===== src/design/spm_pkg.sv =====
/*
 * spm package.
 * Sizes, address field positions and the request/response structs shared by
 * the requester side, the crossbar and the banked scratchpad memory.
 */

package spm_pkg;

  // system sizes.
  localparam int unsigned N_MASTERS  = 2;   // requesters sharing the memory.
  localparam int unsigned N_BANKS    = 4;   // word-interleaved banks.
  localparam int unsigned N_WORDS    = 64;  // words per bank.

  // data path.
  localparam int unsigned DATA_W     = 32;  // word width.
  localparam int unsigned BE_W       = 4;   // one enable per byte.
  localparam int unsigned ADDR_W     = 32;  // byte address from requesters.

  // requester id carried beside each bank access.
  localparam int unsigned ID_W       = 1;   // enough for N_MASTERS.

  // address split: [1:0] byte, [3:2] bank, [9:4] word index, rest ignored.
  localparam int unsigned BANK_SEL_W = 2;   // log2 of N_BANKS.
  localparam int unsigned WORD_IDX_W = 6;   // log2 of N_WORDS.
  localparam int unsigned BANK_LSB   = 2;   // first bank select bit.
  localparam int unsigned IDX_LSB    = 4;   // first word index bit.

  // request channel of one requester, held stable until gnt.
  typedef struct packed {
    logic              req;    // request valid.
    logic              we;     // 1 = write, 0 = read.
    logic [ADDR_W-1:0] addr;   // byte address.
    logic [BE_W-1:0]   be;     // byte enables for writes.
    logic [DATA_W-1:0] wdata;  // write data.
  } tcdm_req_t;                // 70 bits.

  // response channel back to one requester.
  typedef struct packed {
    logic              gnt;      // request accepted this cycle.
    logic              r_valid;  // answer to last cycle's accepted request.
    logic [DATA_W-1:0] r_data;   // read data, meaningful for reads only.
  } tcdm_rsp_t;                  // 34 bits.

  // request as it reaches one bank, after arbitration.
  typedef struct packed {
    logic                  req;    // winner present.
    logic                  we;     // write enable.
    logic [WORD_IDX_W-1:0] idx;    // word inside the bank.
    logic [BE_W-1:0]       be;     // byte enables.
    logic [DATA_W-1:0]     wdata;  // write data.
    logic [ID_W-1:0]       id;     // winning requester.
  } bank_req_t;

  // bank answer, one cycle after its request.
  typedef struct packed {
    logic              r_valid;  // request seen last cycle.
    logic [DATA_W-1:0] r_data;   // sram read data.
    logic [ID_W-1:0]   r_id;     // who asked.
  } bank_rsp_t;

endpackage : spm_pkg


===== src/design/spm_rr_arbiter.sv =====
/*
 * round-robin arbiter.
 * Combinational one-hot grant to the first requester at or after the
 * priority pointer; the pointer moves past the winner at the next edge.
 */

module spm_rr_arbiter import spm_pkg::*; (
  input  logic                 clk_i,
  input  logic                 rstn_i,
  input  logic [N_MASTERS-1:0] req_i,     // one bit per requester.
  output logic [N_MASTERS-1:0] gnt_o,     // one-hot or zero.
  output logic [ID_W-1:0]      gnt_id_o   // index of the winner.
);

  logic [ID_W-1:0] ptr_q;  // highest priority requester.
  logic [ID_W-1:0] ptr_d;
  logic            found;  // some requester won.

  // scan from the pointer, wrapping around.
  always_comb begin
    int unsigned cand;
    cand     = 0;
    found    = 1'b0;
    gnt_o    = '0;
    gnt_id_o = '0;
    for (int k = 0; k < N_MASTERS; k++) begin
      cand = (int'(ptr_q) + k) % N_MASTERS;
      if (!found && req_i[cand]) begin
        found       = 1'b1;
        gnt_o[cand] = 1'b1;
        gnt_id_o    = ID_W'(cand);
      end
    end
  end

  // next pointer is the master after the winner.
  always_comb begin
    ptr_d = ptr_q;
    if (found) begin
      ptr_d = ID_W'((int'(gnt_id_o) + 1) % N_MASTERS);
    end
  end

  always_ff @(posedge clk_i or negedge rstn_i) begin
    if (!rstn_i) begin
      ptr_q <= '0;  // requester 0 first after reset.
    end else begin
      ptr_q <= ptr_d;
    end
  end

endmodule : spm_rr_arbiter


===== src/design/spm_xbar.sv =====
/*
 * scratchpad crossbar.
 * Decodes each requester's address into bank and word index, arbitrates
 * per bank, returns grants to the winners, and steers bank answers back
 * to the requester named by the registered id.
 */

module spm_xbar import spm_pkg::*; (
  input  logic                      clk_i,
  input  logic                      rstn_i,
  input  tcdm_req_t [N_MASTERS-1:0] mst_req_i,   // requester channels.
  output tcdm_rsp_t [N_MASTERS-1:0] mst_rsp_o,   // grants and answers.
  output bank_req_t [N_BANKS-1:0]   bank_req_o,  // to the banks.
  input  bank_rsp_t [N_BANKS-1:0]   bank_rsp_i   // from the banks.
);

  logic [N_MASTERS-1:0][BANK_SEL_W-1:0] bank_sel;  // decoded bank per requester.
  logic [N_MASTERS-1:0][WORD_IDX_W-1:0] word_idx;  // decoded word per requester.
  logic [N_BANKS-1:0][N_MASTERS-1:0]    arb_req;   // who wants each bank.
  logic [N_BANKS-1:0][N_MASTERS-1:0]    arb_gnt;   // who got each bank.
  logic [N_BANKS-1:0][ID_W-1:0]         arb_id;    // winner per bank.

  // address decode.
  always_comb begin
    for (int m = 0; m < N_MASTERS; m++) begin
      bank_sel[m] = mst_req_i[m].addr[BANK_LSB +: BANK_SEL_W];
      word_idx[m] = mst_req_i[m].addr[IDX_LSB +: WORD_IDX_W];
    end
  end

  // per bank request vectors.
  always_comb begin
    arb_req = '0;
    for (int b = 0; b < N_BANKS; b++) begin
      for (int m = 0; m < N_MASTERS; m++) begin
        arb_req[b][m] = mst_req_i[m].req && (bank_sel[m] == BANK_SEL_W'(b));
      end
    end
  end

  for (genvar b = 0; b < N_BANKS; b++) begin : gen_arb
    spm_rr_arbiter i_arbiter (
      .clk_i    ( clk_i      ),
      .rstn_i   ( rstn_i     ),
      .req_i    ( arb_req[b] ),
      .gnt_o    ( arb_gnt[b] ),
      .gnt_id_o ( arb_id[b]  )
    );
  end

  // winner's fields go to the bank.
  always_comb begin
    for (int b = 0; b < N_BANKS; b++) begin
      bank_req_o[b].req   = |arb_gnt[b];                 // banks are always ready.
      bank_req_o[b].we    = mst_req_i[arb_id[b]].we;
      bank_req_o[b].idx   = word_idx[arb_id[b]];
      bank_req_o[b].be    = mst_req_i[arb_id[b]].be;
      bank_req_o[b].wdata = mst_req_i[arb_id[b]].wdata;
      bank_req_o[b].id    = arb_id[b];
    end
  end

  // grant return and response routing.
  always_comb begin
    mst_rsp_o = '0;
    for (int m = 0; m < N_MASTERS; m++) begin
      for (int b = 0; b < N_BANKS; b++) begin
        if (arb_gnt[b][m]) begin
          mst_rsp_o[m].gnt = 1'b1;  // at most one bank per requester.
        end
        // one request in flight per requester, so at most one bank matches.
        if (bank_rsp_i[b].r_valid && (bank_rsp_i[b].r_id == ID_W'(m))) begin
          mst_rsp_o[m].r_valid = 1'b1;
          mst_rsp_o[m].r_data  = bank_rsp_i[b].r_data;
        end
      end
    end
  end

endmodule : spm_xbar


===== config.mk =====
export PLATFORM = sky130hd
export DESIGN_NAME = spm_xbar
export DESIGN_NICKNAME = d
export VERILOG_FILES = /design/src/design/spm_pkg.sv /design/src/design/spm_rr_arbiter.sv /design/src/design/spm_xbar.sv
export SDC_FILE = /design/constraint.sdc
export NUM_CORES = 1
export LEC_CHECK = 0
export BUFFER_PORTS_ARGS = -buffer_cell sky130_fd_sc_hd__buf_2
export CAP_MARGIN = 20
export CORE_AREA = 5 5 201 203
export CTS_BUF_LIST = sky130_fd_sc_hd__clkbuf_2 sky130_fd_sc_hd__clkbuf_4 sky130_fd_sc_hd__clkbuf_8
export CTS_CLUSTER_DIAMETER = 200
export DETAILED_ROUTE_END_ITERATION = 16
export DIE_AREA = 0 0 206 208
export HOLD_SLACK_MARGIN = 0.05
export SLEW_MARGIN = 40
export SYNTH_ARGS = -nofsm -noshare
export SYNTH_HDL_FRONTEND = slang
export SYNTH_SLANG_ARGS = --single-unit

===== constraint.sdc =====
create_clock -name clk_i -period 1.6 [get_ports clk_i]
set_input_delay 0.08 -clock clk_i [delete_from_list [all_inputs] [get_ports clk_i]]
set_output_delay 0.08 -clock clk_i [all_outputs]
set_load 0.02 [all_outputs]

# [Word-level counts from Yosys, hierarchy flattened]
# Index checks and enable logic that the tools add are counted.
[op_classes] order_cmp=20 reduce_logical=38 n_mux=88 add_sub_neg=8 n_bitwise=8 eq_ne=6
[ops] op="$mux W69" n=8
[ops] op="$mux W33" n=8
[ops] op="$mux W1" n=48
[ops] op="$mux W6" n=8
[ops] op="$logic_and A1 B1 Y1" n=28
[ops] op="$lt A1 B2 Y1 const B" n=12
[ops] op="$mux W2" n=8
[ops] op="$add A1 B1 Y1 const B" n=8
[ops] op="$demux W1 S1" n=8
[ops] op="$eq A2 B2 Y1 const B" n=4
[ops] op="$ge A1 B1 Y1 const B" n=8
[ops] op="$or A2 B2 Y2" n=4
[ops] op="$reduce_or A2 Y1" n=4
[ops] op="$eq A2 B1 Y1 const B" n=2
[ops] op="$logic_not A1 Y1" n=4
[ops] op="$logic_not A2 Y1" n=2
[ops] op="$not A1 Y1" n=4
[word_totals] ff_bits=4 wordCells=172 output_inout_bits=248

# [Longest topological paths before layout]
# Gate-level depths: netlist (run 1).
[logic_depth] word_depth=12 mapped_depth=6 depth_no_buf=4

# [Hierarchy]
# A second synthesis (run 1) with hierarchy kept.
[unflattened] cells_unflattened=591 hier_area_um2=4899.7
[modules_own_cells] mod="spm_xbar" cells_per_inst=563 area_each_um2=4619.4 instances=1
[modules_own_cells] mod="spm_rr_arbiter" cells_per_inst=7 area_each_um2=70.1 instances=4

# [Least setup slack after synthesis (run 1)]
# Ideal clock, no wire load.
[synth_timing] path_kind="input to output" start="in bank_rsp_i[33] in the netlist's numbering" end="out mst_rsp_o[34] in the netlist's numbering" arrival_ns=1.471 path_slack_ns=0.049 cell_stages=6 required_time_ns=1.520 n_path_buf=3 path_cell_list="clkbuf_1 -> and2_1 -> clkbuf_1 -> clkbuf_1 -> a31oi_1 -> o21ai_0"
[synth_lines] item="start: declaration" line_no="spm_xbar.sv:14" source="input bank_rsp_t [N_BANKS-1:0] bank_rsp_i"
[synth_lines] item="end: declaration" line_no="spm_xbar.sv:12" source="output tcdm_rsp_t [N_MASTERS-1:0] mst_rsp_o,"

==> results of run 1 <==
## Yosys cell counts, types with 2 or more instances
cell type	count	area share (%)
buf_12	4	1.6
buf_4	9	1.3
a21oi_1	3	0.29
buf_2	11	1.1
mux2_2	133	29
o21ai_0	68	6.6
and2_1	2	0.24
mux2_4	39	11
o211ai_1	32	4.7
o21a_1	32	4.7
nor2b_1	4	0.49
clkbuf_1	59	4.3
nand3b_1	67	9.8
a22o_1	33	5.6
nand3_1	4	0.39
a31oi_1	32	3.9
dfrtp_1	4	1.9
nand2b_1	3	0.37
buf_1	4	0.29
a32o_1	32	6.2
nand2_1	40	2.9
## routing by layer
metal | track usage [%] | wire, µm | vias up
met1 | 13.9 | 11900 | 3646
met3 | 2.79 | 3050 | 83
li1 | - | - | 3431
met4 | 8.38 | 1910 | 2
met2 | 26.2 | 17900 | 525
met5 | 0 | 13 | -
## worst max path at each step
stage	startpoint	to	slack, ns
after floorplan	bank_rsp_i[33]	mst_rsp_o[34]	0.05
final	gen_arb[0].i_arbiter.ptr_q$_DFFE_PN0P_	mst_rsp_o[67]	-0.30
after global placement	gen_arb[2].i_arbiter.ptr_q$_DFFE_PN0P_	bank_req_o[107]	-0.07
after detailed placement	gen_arb[2].i_arbiter.ptr_q$_DFFE_PN0P_	bank_req_o[107]	-0.07
after global routing	gen_arb[0].i_arbiter.ptr_q$_DFFE_PN0P_	bank_req_o[8]	-0.34
after CTS	gen_arb[2].i_arbiter.ptr_q$_DFFE_PN0P_	bank_req_o[133]	-0.31
## stage by stage
stage	hold WS [ns]	area [µm²]	setup TNS (ns)
detailed placement	-0.104	8380	-2.89
CTS	0.216	9210	-28.48
global route	0.226	9780	-32.71
floorplan	-0.216	5140	0
global placement	-0.106	8380	-2.86
finish	0.220	9780	-27.79
## logic make-up after synthesis
| logic type | Yosys count | synth area share [%] |
|---|---|---|
| multiplexers | 172 | 40.5 |
| AND/OR/NAND/NOR | 130 | 16.0 |
| buffers and inverters | 89 | 8.69 |
| flip-flops | 4 | 1.95 |
| AO/OA/AOI/OAI | 237 | 32.9 |
## power by group through the flow
stage / sequential (µW) / clock, µW / combinational [µW]
CTS: 148 / 221 / 3370
floorplan: 145 / 0 / 1800
global placement: 146 / 0 / 3070
global route: 153 / 228 / 3820
detailed placement: 149 / 0 / 3090
finish: 150 / 221 / 3650
## cell type report
class	instances	area (µm²)
Tap cell	518	648
Clock buffer	3	41.3
Inverter	2	7.51
Timing Repair Buffer	549	4080
Sequential cell	4	101
Multi-Input combinational cell	540	4870
Antenna cell	13	32.5
Fill cell	4077	28500
## timing repair
| action | CTS | global route |
|---|---|---|
| setup endpoints to repair | 138 | 163 |
| resized for setup | 160 | 144 |
| hold buffers | 1 | 0 |
| pin swaps | 1 | 6 |
| hold endpoints to repair | 4 | 0 |
| cloned | 5 | 3 |
| buffers inserted | 11 | 4 |
==> out/results.txt, run 1 <==
GR Util All Layers = 13.9%
Final Max Tran Viols = 0
Max_slew headroom = 73.5%
Crit path largest cell delay = 0.44 ns
Post-route DRC = 0
Max Clock Skew = 0 ns
Instance count on the critical path = 6
Critical path class = register to output port
Pwr/cell area = 411 nW/µm²
Buffers and inverters on the worst path = 3
R2r worst-path depth = 3
Worst-path fanout max = 4
Outcome = finished, violations left
Post-Place Worst Slack = -0.0744 ns
Initial Utilization = 13.4%
Wire per inst = 21.4 µm
Worst Max-Slew Pin Slew = 0.396 ns
R2R Path Start = gen_arb[0].i_arbiter.ptr_q$_DFFE_PN0P_
Clock Pin Slew Worst Setup and Hold Paths = 0.04 ns
Failing checks = negative setup slack
Final WS setup = -0.304 ns
CP max-delay cell = or4_4
# rows = 72
Die Ht = 208 µm
CTS sink count = 4
Number of max-cap violations = 0
Worst skew pair latency = 0.21 ns
Final std cells w/o fill = 1629
Worst path cell trace = nor4b_2 > buf_4 > nor2_4 > buf_12 > or4_4 > buf_6
Ys async rst share = 100%
Internal Power = 1990 µW
Fin util = 25.5%
R2r endpoint = gen_arb[0].i_arbiter.ptr_q$_DFFE_PN0P_
Delay-heaviest family, CP = simple AND/OR/NAND/NOR gates
Total CTS buffers = 3
First-pass GRT wire length = 47.5 mm
Initial drt markers = 517
Horiz. Die Dim = 206 µm
Final hold vios = 0
Share of layout cells above drive strength 1 = 67.3%
Peak supply drop = 0.164 mV
Total die area = 42800 µm²
Synth cell types = 38
Most common cell after layout, fill and taps aside = buf_2
Mean Syn Cell Area = 8.14 µm²
Root Buffer = clkbuf_8
Regs by FF count = gen_arb.i_arbiter.ptr_q x4
Total Nets Final = 1378
Core area = 38300 µm²
Sequential share of the synthesized area = 1.95%
Synthesized instance count = 632
Hpwl dp = 26.8 mm
Worst-case clock buffer depth = 2
WP data arrival = 1.82 ns
Data required, critical path = 1.52 ns
Leak = 0.00453 µW
Clk pwr share = 5.5%
Gpl congestion = 0.974
Final period util = 119%
Overflow after GRT = 0
Seq pwr share = 3.7%
Unrepaired setup endpoints after global routing = true
Final wirelength = 34.8 mm
Cell area after synthesis = 5140 µm²
Htree depth = 1
YS warnings = 0
Final antenna-violating net count = 0
R2R Setup Slk = 0.64 ns
Worst Hold Class = input pin to async pin
Area Growth Syn to Fin = 90.2%
Final setup vio count = 150
Post-Syn Nets = 910
Port Buffer Count = 477
Net Switching = 2020 µW
Switching Share = 50.4%
Via Count = 7687
Highest clock rate = 0.525 GHz
Top_reg_cell synth = dfrtp_1
TritonRoute pass-1 iters = 5
Period minus WS final = 1.90 ns
Vias per Instance = 4.72
Placed cells = 1591
Worst setup EP type = output port
Max reg flops = 4
I/O Pins = 526
Commonest non-fill, non-tap cells in the layout = buf_2 (366), buf_6 (116), mux2_4 (100), mux2_2 (72), o21ai_0 (68)
Largest net degree at the start of global routing = 39
Initial antenna violation count = 19
CTS tree = built
Number of synthesized register bits = 4
Startpoint types = register
Vias in the first global route = 7781
Logic pwr share = 90.7%
Post-synth EDFFs = 0
Total Power = 4020 µW
Largest Register = gen_arb.i_arbiter.ptr_q
No activity file was read; power rests on OpenSTA's default activity.
==> run 2: changes to the inputs <==
- REMOVE_ABC_BUFFERS: not set -> 1
==> run 2 against run 1 <==
The run still ends with negative setup slack left. Global-route usage is 0.43 points lower. Combinational power is 5% higher. Wire length is 0.86% higher. First-iteration DRC count is 32% higher. Worst setup slack better by 0.017 ns. Critical path depth stayed put. Flip-flop and latch count stayed put. Utilization is 0.99 points higher. Register-to-register slack worse by 0.07 ns. Largest power group unchanged.
==> out/results.txt, run 2 (same netlist as run 1, synthesis figures left out) <==
Outcome = finished, violations left
Failing checks = negative setup slack
WP data arrival = 1.81 ns
Hold WS = 0.220 ns
Setup TNS Final = -24.97 ns
Final setup vio count = 171
# rows = 72
Global route hottest layer = met2
Met3 usage = 2.52%
Horiz. Die Dim = 206 µm
Final Max Tran Viols = 0
Final wirelength = 35.1 mm
R2r worst-path depth = 3
Max_slew headroom = 74.5%
Gpl congestion = 0.993
Crit path largest cell delay = 0.40 ns
Root Buffer = clkbuf_8
Max Clock Skew = 0 ns
Data required, critical path = 1.52 ns
Clock Pin Slew Worst Setup and Hold Paths = 0.04 ns
CTS tree = built
Initial antenna violation count = 12
Via Count = 7846
Wire per inst = 21.6 µm
First-pass GRT wire length = 46.9 mm
Initial drt markers = 681
Area Growth Syn to Fin = 97.6%
Largest Register = gen_arb.i_arbiter.ptr_q
Peak supply drop = 0.344 mV
Hpwl dp = 25.7 mm
Vias per Instance = 4.83
Worst Max-Slew Pin Slew = 0.378 ns
Worst-path fanout max = 7
Vias in the first global route = 7843
Post-route DRC = 0
Total Nets Final = 1379
Port Buffer Count = 477
Htree depth = 1
Initial Utilization = 13.4%
Worst skew pair latency = 0.22 ns
Worst-case clock buffer depth = 2
Final antenna-violating net count = 0
Die Ht = 208 µm
Highest clock rate = 0.530 GHz
Total die area = 42800 µm²
Regs by FF count = gen_arb.i_arbiter.ptr_q x4
Startpoint types = register
Final WS setup = -0.287 ns
Worst Hold Class = input pin to async pin
Period minus WS final = 1.89 ns
R2R Path Start = gen_arb[0].i_arbiter.ptr_q$_DFFE_PN0P_
Most common cell after layout, fill and taps aside = buf_2
Unrepaired setup endpoints after global routing = true
Core area = 38300 µm²
Critical path class = register to output port
GR Util All Layers = 13.5%
Worst setup EP type = output port
CP max-delay cell = dfrtp_1
Leak = 0.00476 µW
Commonest non-fill, non-tap cells in the layout = buf_2 (333), buf_6 (145), mux2_4 (135), o21ai_0 (68), nand3b_1 (67)
Max reg flops = 4
Number of max-cap violations = 0
Met1 Use GR = 15.2%
R2R Setup Slk = 0.57 ns
Largest net degree at the start of global routing = 53
Total CTS buffers = 3
R2r endpoint = gen_arb[0].i_arbiter.ptr_q$_DFFE_PN0P_
CTS sink count = 4
Final period util = 118%
Share of layout cells above drive strength 1 = 67.2%
Overflow after GRT = 0
Worst path cell trace = nor4b_4 > nor2_4 > buf_12 > buf_16 > mux2_4 > buf_6
TritonRoute pass-1 iters = 5
Pwr/cell area = 413 nW/µm²
Final hold vios = 0
GR Util met2 = 24.8%
I/O Pins = 526
## run 2: cell count changes in the layout (fill, tap and decap cells not counted), moves of 2 or more
cell / previous run / this run
buf_6: 116 / 145
mux2_4: 100 / 135
buf_4: 34 / 37
diode_2: 13 / 7
mux2_2: 72 / 37
buf_2: 366 / 333
buf_16: 5 / 7
## run 2: worst max-delay path by stage
| stage | end | from | depth (start not counted) | slack (ns) |
|---|---|---|---|---|
| after floorplan | mst_rsp_o[67] | gen_arb[3].i_arbiter.ptr_q$_DFFE_PN0P_ | 3 | -0.98 |
| after global placement | bank_req_o[3] | mst_req_i[109] | 6 | -0.08 |
| after detailed placement | bank_req_o[3] | mst_req_i[109] | 6 | -0.09 |
| after CTS | bank_req_o[3] | gen_arb[0].i_arbiter.ptr_q$_DFFE_PN0P_ | 5 | -0.26 |
| after global routing | bank_req_o[18] | gen_arb[0].i_arbiter.ptr_q$_DFFE_PN0P_ | 6 | -0.33 |
| final | bank_req_o[10] | gen_arb[0].i_arbiter.ptr_q$_DFFE_PN0P_ | 6 | -0.29 |
## run 2: metal layers
layer | wire length [µm] | up-vias | share of wire (%)
met2 | 17400 | 575 | 49
met3 | 3640 | 99 | 10
met4 | 1890 | 2 | 5.4
met5 | 11 | - | 0.031
li1 | - | 3420 | -
met1 | 12200 | 3750 | 35
## run 2: critical path, delay by kind of cell (launching register included)
family                 cells  cell delay [ns]
AND/OR/NAND/NOR            2             0.46
multiplexers               1             0.30
buffers and inverters      3             0.43
flip-flops                 1             0.40
## run 2: area by class of cell
cell class | count | area, µm²
clock buffers | 3 | 41.3
multi-input cells | 539 | 4990
well taps | 518 | 648
flip-flops and latches | 4 | 100
repair buffers | 551 | 4350
inverters | 2 | 12.5
diodes | 7 | 17.5
fillers | 4024 | 28100
## run 2: stage by stage
| stage | power (µW) | setup slack [ns] | cell area, µm² | util [%] | instances |
|---|---|---|---|---|---|
| after global routing | 4390 | -0.331 | 10200 | 26.5 | 1624 |
| after floorplan | 1820 | -0.983 | 4700 | - | 545 |
| after CTS | 3820 | -0.257 | 9380 | 24.5 | 1612 |
| final | 4200 | -0.287 | 10200 | 26.5 | 1624 |
| after global placement | 3200 | -0.0752 | 8340 | 21.8 | 1587 |
| after detailed placement | 3230 | -0.0884 | 8340 | 21.8 | 1587 |
## run 2: timing repair
| action | CTS | global route |
|---|---|---|
| endpoints found under the setup margin | 173 | 173 |
| gates resized for setup | 189 | 224 |
| hold buffers | 1 | 0 |
| cloned | 9 | 3 |
| endpoints found under the hold margin | 4 | 0 |
| setup buffers | 13 | 6 |
| pin swaps | 3 | 2 |
## run 2: where the power goes
| part | internal, µW | total, µW | switching, µW |
|---|---|---|---|
| Combinational | 1820 | 3820 | 2000 |
| Clock | 162 | 226 | 64.7 |
| Sequential | 126 | 147 | 20.3 |
| Total | 2110 | 4200 | 2090 |
==> run 3: changes to the inputs <==
- CORE_AREA: 5 5 201 203 -> 5 5 204 206
- DIE_AREA: 0 0 206 208 -> 0 0 209 211
- clock period: 1.6 -> 1.7 ns (I/O delays scaled with it)
==> run 3 against run 2 <==
The run still ends with negative setup slack left. Via count shrank 3.3%. Hold slack gained 0.032 ns. Cell count is the same. Wire length shrank 11%. Combinational power shrank 10%. Critical path depth grew 1. First-iteration DRC count shrank 5.3%. Utilization shrank 1.2 points. Cell area shrank 1.7%. Largest power group unchanged.
==> out/results.txt, run 3 (same netlist as run 1, synthesis figures left out) <==
Worst-path fanout max = 5
Worst Hold Class = input pin to async pin
Largest Register = gen_arb.i_arbiter.ptr_q
Fillers = 4212
Post-route DRC = 0
Area Growth Syn to Fin = 94.2%
Net Switching = 1860 µW
Max reg flops = 4
Worst setup EP type = output port
Final instance area = 9990 µm²
Peak supply drop = 0.245 mV
First-pass GRT wire length = 43.6 mm
Via Count = 7591
Clk pwr share = 5.4%
Worst Max-Slew Pin Slew = 0.421 ns
Worst-case clock buffer depth = 2
Critical Path Most Common Cell = buf_12
Final wirelength = 31.4 mm
Final Max Tran Viols = 0
Worst skew pair latency = 0.22 ns
Final antenna-violating net count = 0
Overflow after GRT = 0
I/O Pins = 526
Total Nets Final = 1375
Setup TNS Final = -13.92 ns
Die Ht = 211 µm
Internal Power = 1920 µW
Initial drt markers = 645
TritonRoute pass-1 iters = 6
Vias per Instance = 4.67
Final period util = 114%
Horiz. Die Dim = 209 µm
Leak = 0.00467 µW
Final WS setup = -0.244 ns
Unrepaired setup endpoints after global routing = true
Commonest non-fill, non-tap cells in the layout = buf_2 (347), buf_6 (136), mux2_4 (127), o21ai_0 (68), nand3b_1 (67)
Root Buffer = clkbuf_8
CP max-delay cell = dfrtp_1
Data required, critical path = 1.62 ns
Failing checks = negative setup slack
Final hold vios = 0
Port Buffer Count = 477
Htree depth = 1
Clock Pin Slew Worst Setup and Hold Paths = 0.03 ns
Final setup vio count = 104
Switching Share = 49.1%
Pwr/cell area = 379 nW/µm²
Critical path class = register to output port
Total CTS buffers = 3
Max Clock Skew = 0 ns
Outcome = finished, violations left
Seq pwr share = 3.8%
Initial Utilization = 13.0%
Hpwl dp = 23.2 mm
Regs by FF count = gen_arb.i_arbiter.ptr_q x4
Gpl congestion = 0.933
Total die area = 44100 µm²
Startpoint types = register
Placed Instance Area = 8270 µm²
Highest clock rate = 0.514 GHz
Initial antenna violation count = 8
# rows = 73
Largest net degree at the start of global routing = 41
Vias in the first global route = 7518
Wire per inst = 19.3 µm
Core area = 39500 µm²
Number of max-cap violations = 0
Max_slew headroom = 72.0%
Logic pwr share = 90.8%
WP data arrival = 1.86 ns
Most common cell after layout, fill and taps aside = buf_2
Period minus WS final = 1.94 ns
GR Util All Layers = 12.0%
Crit path largest cell delay = 0.36 ns
CTS sink count = 4
CTS tree = built
Share of layout cells above drive strength 1 = 67.1%
Worst path cell trace = and4bb_2 > nor2_4 > buf_12 > buf_12 > buf_12 > mux2_4 > buf_6
## run 3: cell count changes in the layout (fill, tap and decap cells not counted), sizes merged
cell   delta
diode     -3
buf       -4
## run 3: routing by layer
metal / vias up / share of wire, % / track usage (%)
li1: 3405 / - / -
met1: 3600 / 36 / 13.9
met2: 520 / 50 / 20.9
met3: 64 / 9.0 / 2.73
met4: 2 / 4.2 / 6.23
met5: - / 0.022 / 0
## run 3: power groups by stage
stage / sequential, µW / combinational (µW) / clock (µW)
6_report: 144 / 3430 / 203
3_3_place_gp: 141 / 2790 / 0
3_5_place_dp: 143 / 2820 / 0
2_1_floorplan: 137 / 1580 / 0
4_1_cts: 141 / 3150 / 209
5_1_grt: 147 / 3620 / 220
## run 3: metrics by stage
stage | power, µW | utilization, % | hold WS, ns | setup WS (ns) | cells
floorplan | 1710 | - | -0.211 | -0.888 | 545
global placement | 2930 | 21.0 | -0.0941 | -0.0893 | 1589
detailed placement | 2960 | 21.0 | -0.0945 | -0.105 | 1589
CTS | 3500 | 23.6 | 0.232 | -0.246 | 1615
global route | 3990 | 25.3 | 0.236 | -0.279 | 1624
finish | 3780 | 25.3 | 0.253 | -0.244 | 1624
## run 3: final timing paths
| kind | slack, ns | end | cells past startpoint | from |
|---|---|---|---|---|
| worst max register to register | 0.56 | gen_arb[0].i_arbiter.ptr_q$_DFFE_PN0P_ | 5 | gen_arb[0].i_arbiter.ptr_q$_DFFE_PN0P_ |
| min in group clk_i | 0.27 | gen_arb[0].i_arbiter.ptr_q$_DFFE_PN0P_ | 3 | mst_req_i[109] |
| worst min register to register | 0.57 | gen_arb[1].i_arbiter.ptr_q$_DFFE_PN0P_ | 1 | gen_arb[1].i_arbiter.ptr_q$_DFFE_PN0P_ |
| worst max-delay path | -0.24 | bank_req_o[113] | 7 | gen_arb[2].i_arbiter.ptr_q$_DFFE_PN0P_ |
| worst min-delay path | 0.25 | gen_arb[0].i_arbiter.ptr_q$_DFFE_PN0P_ | 2 | rstn_i |
| max in group asynchronous | 1.30 | gen_arb[3].i_arbiter.ptr_q$_DFFE_PN0P_ | 2 | rstn_i |
## run 3: area by class of cell
class	instances	area [µm²]	share of cell area [%]
Sequential cell	4	101	1.01
Timing Repair Buffer	547	4220	42.2
Antenna cell	4	10.0	0.100
Inverter	2	7.51	0.0752
Clock buffer	3	41.3	0.413
Tap cell	525	657	6.58
Multi-Input combinational cell	539	4950	49.6
## run 3: worst max-delay path, delay by kind of cell (launching register included)
family,cells,cell delay [ns]
buffers and inverters,4,0.54
muxes,1,0.34
DFF,1,0.36
and+or+nand+nor,2,0.40
## run 3: what timing repair did
action / CTS / global route
hold buffers: 1 / 0
hold endpoints to repair: 4 / 0
gates resized for setup: 189 / 197
setup buffers: 14 / 10
pin swaps: 3 / 5
gates cloned: 9 / 3
setup endpoints to repair: 112 / 148
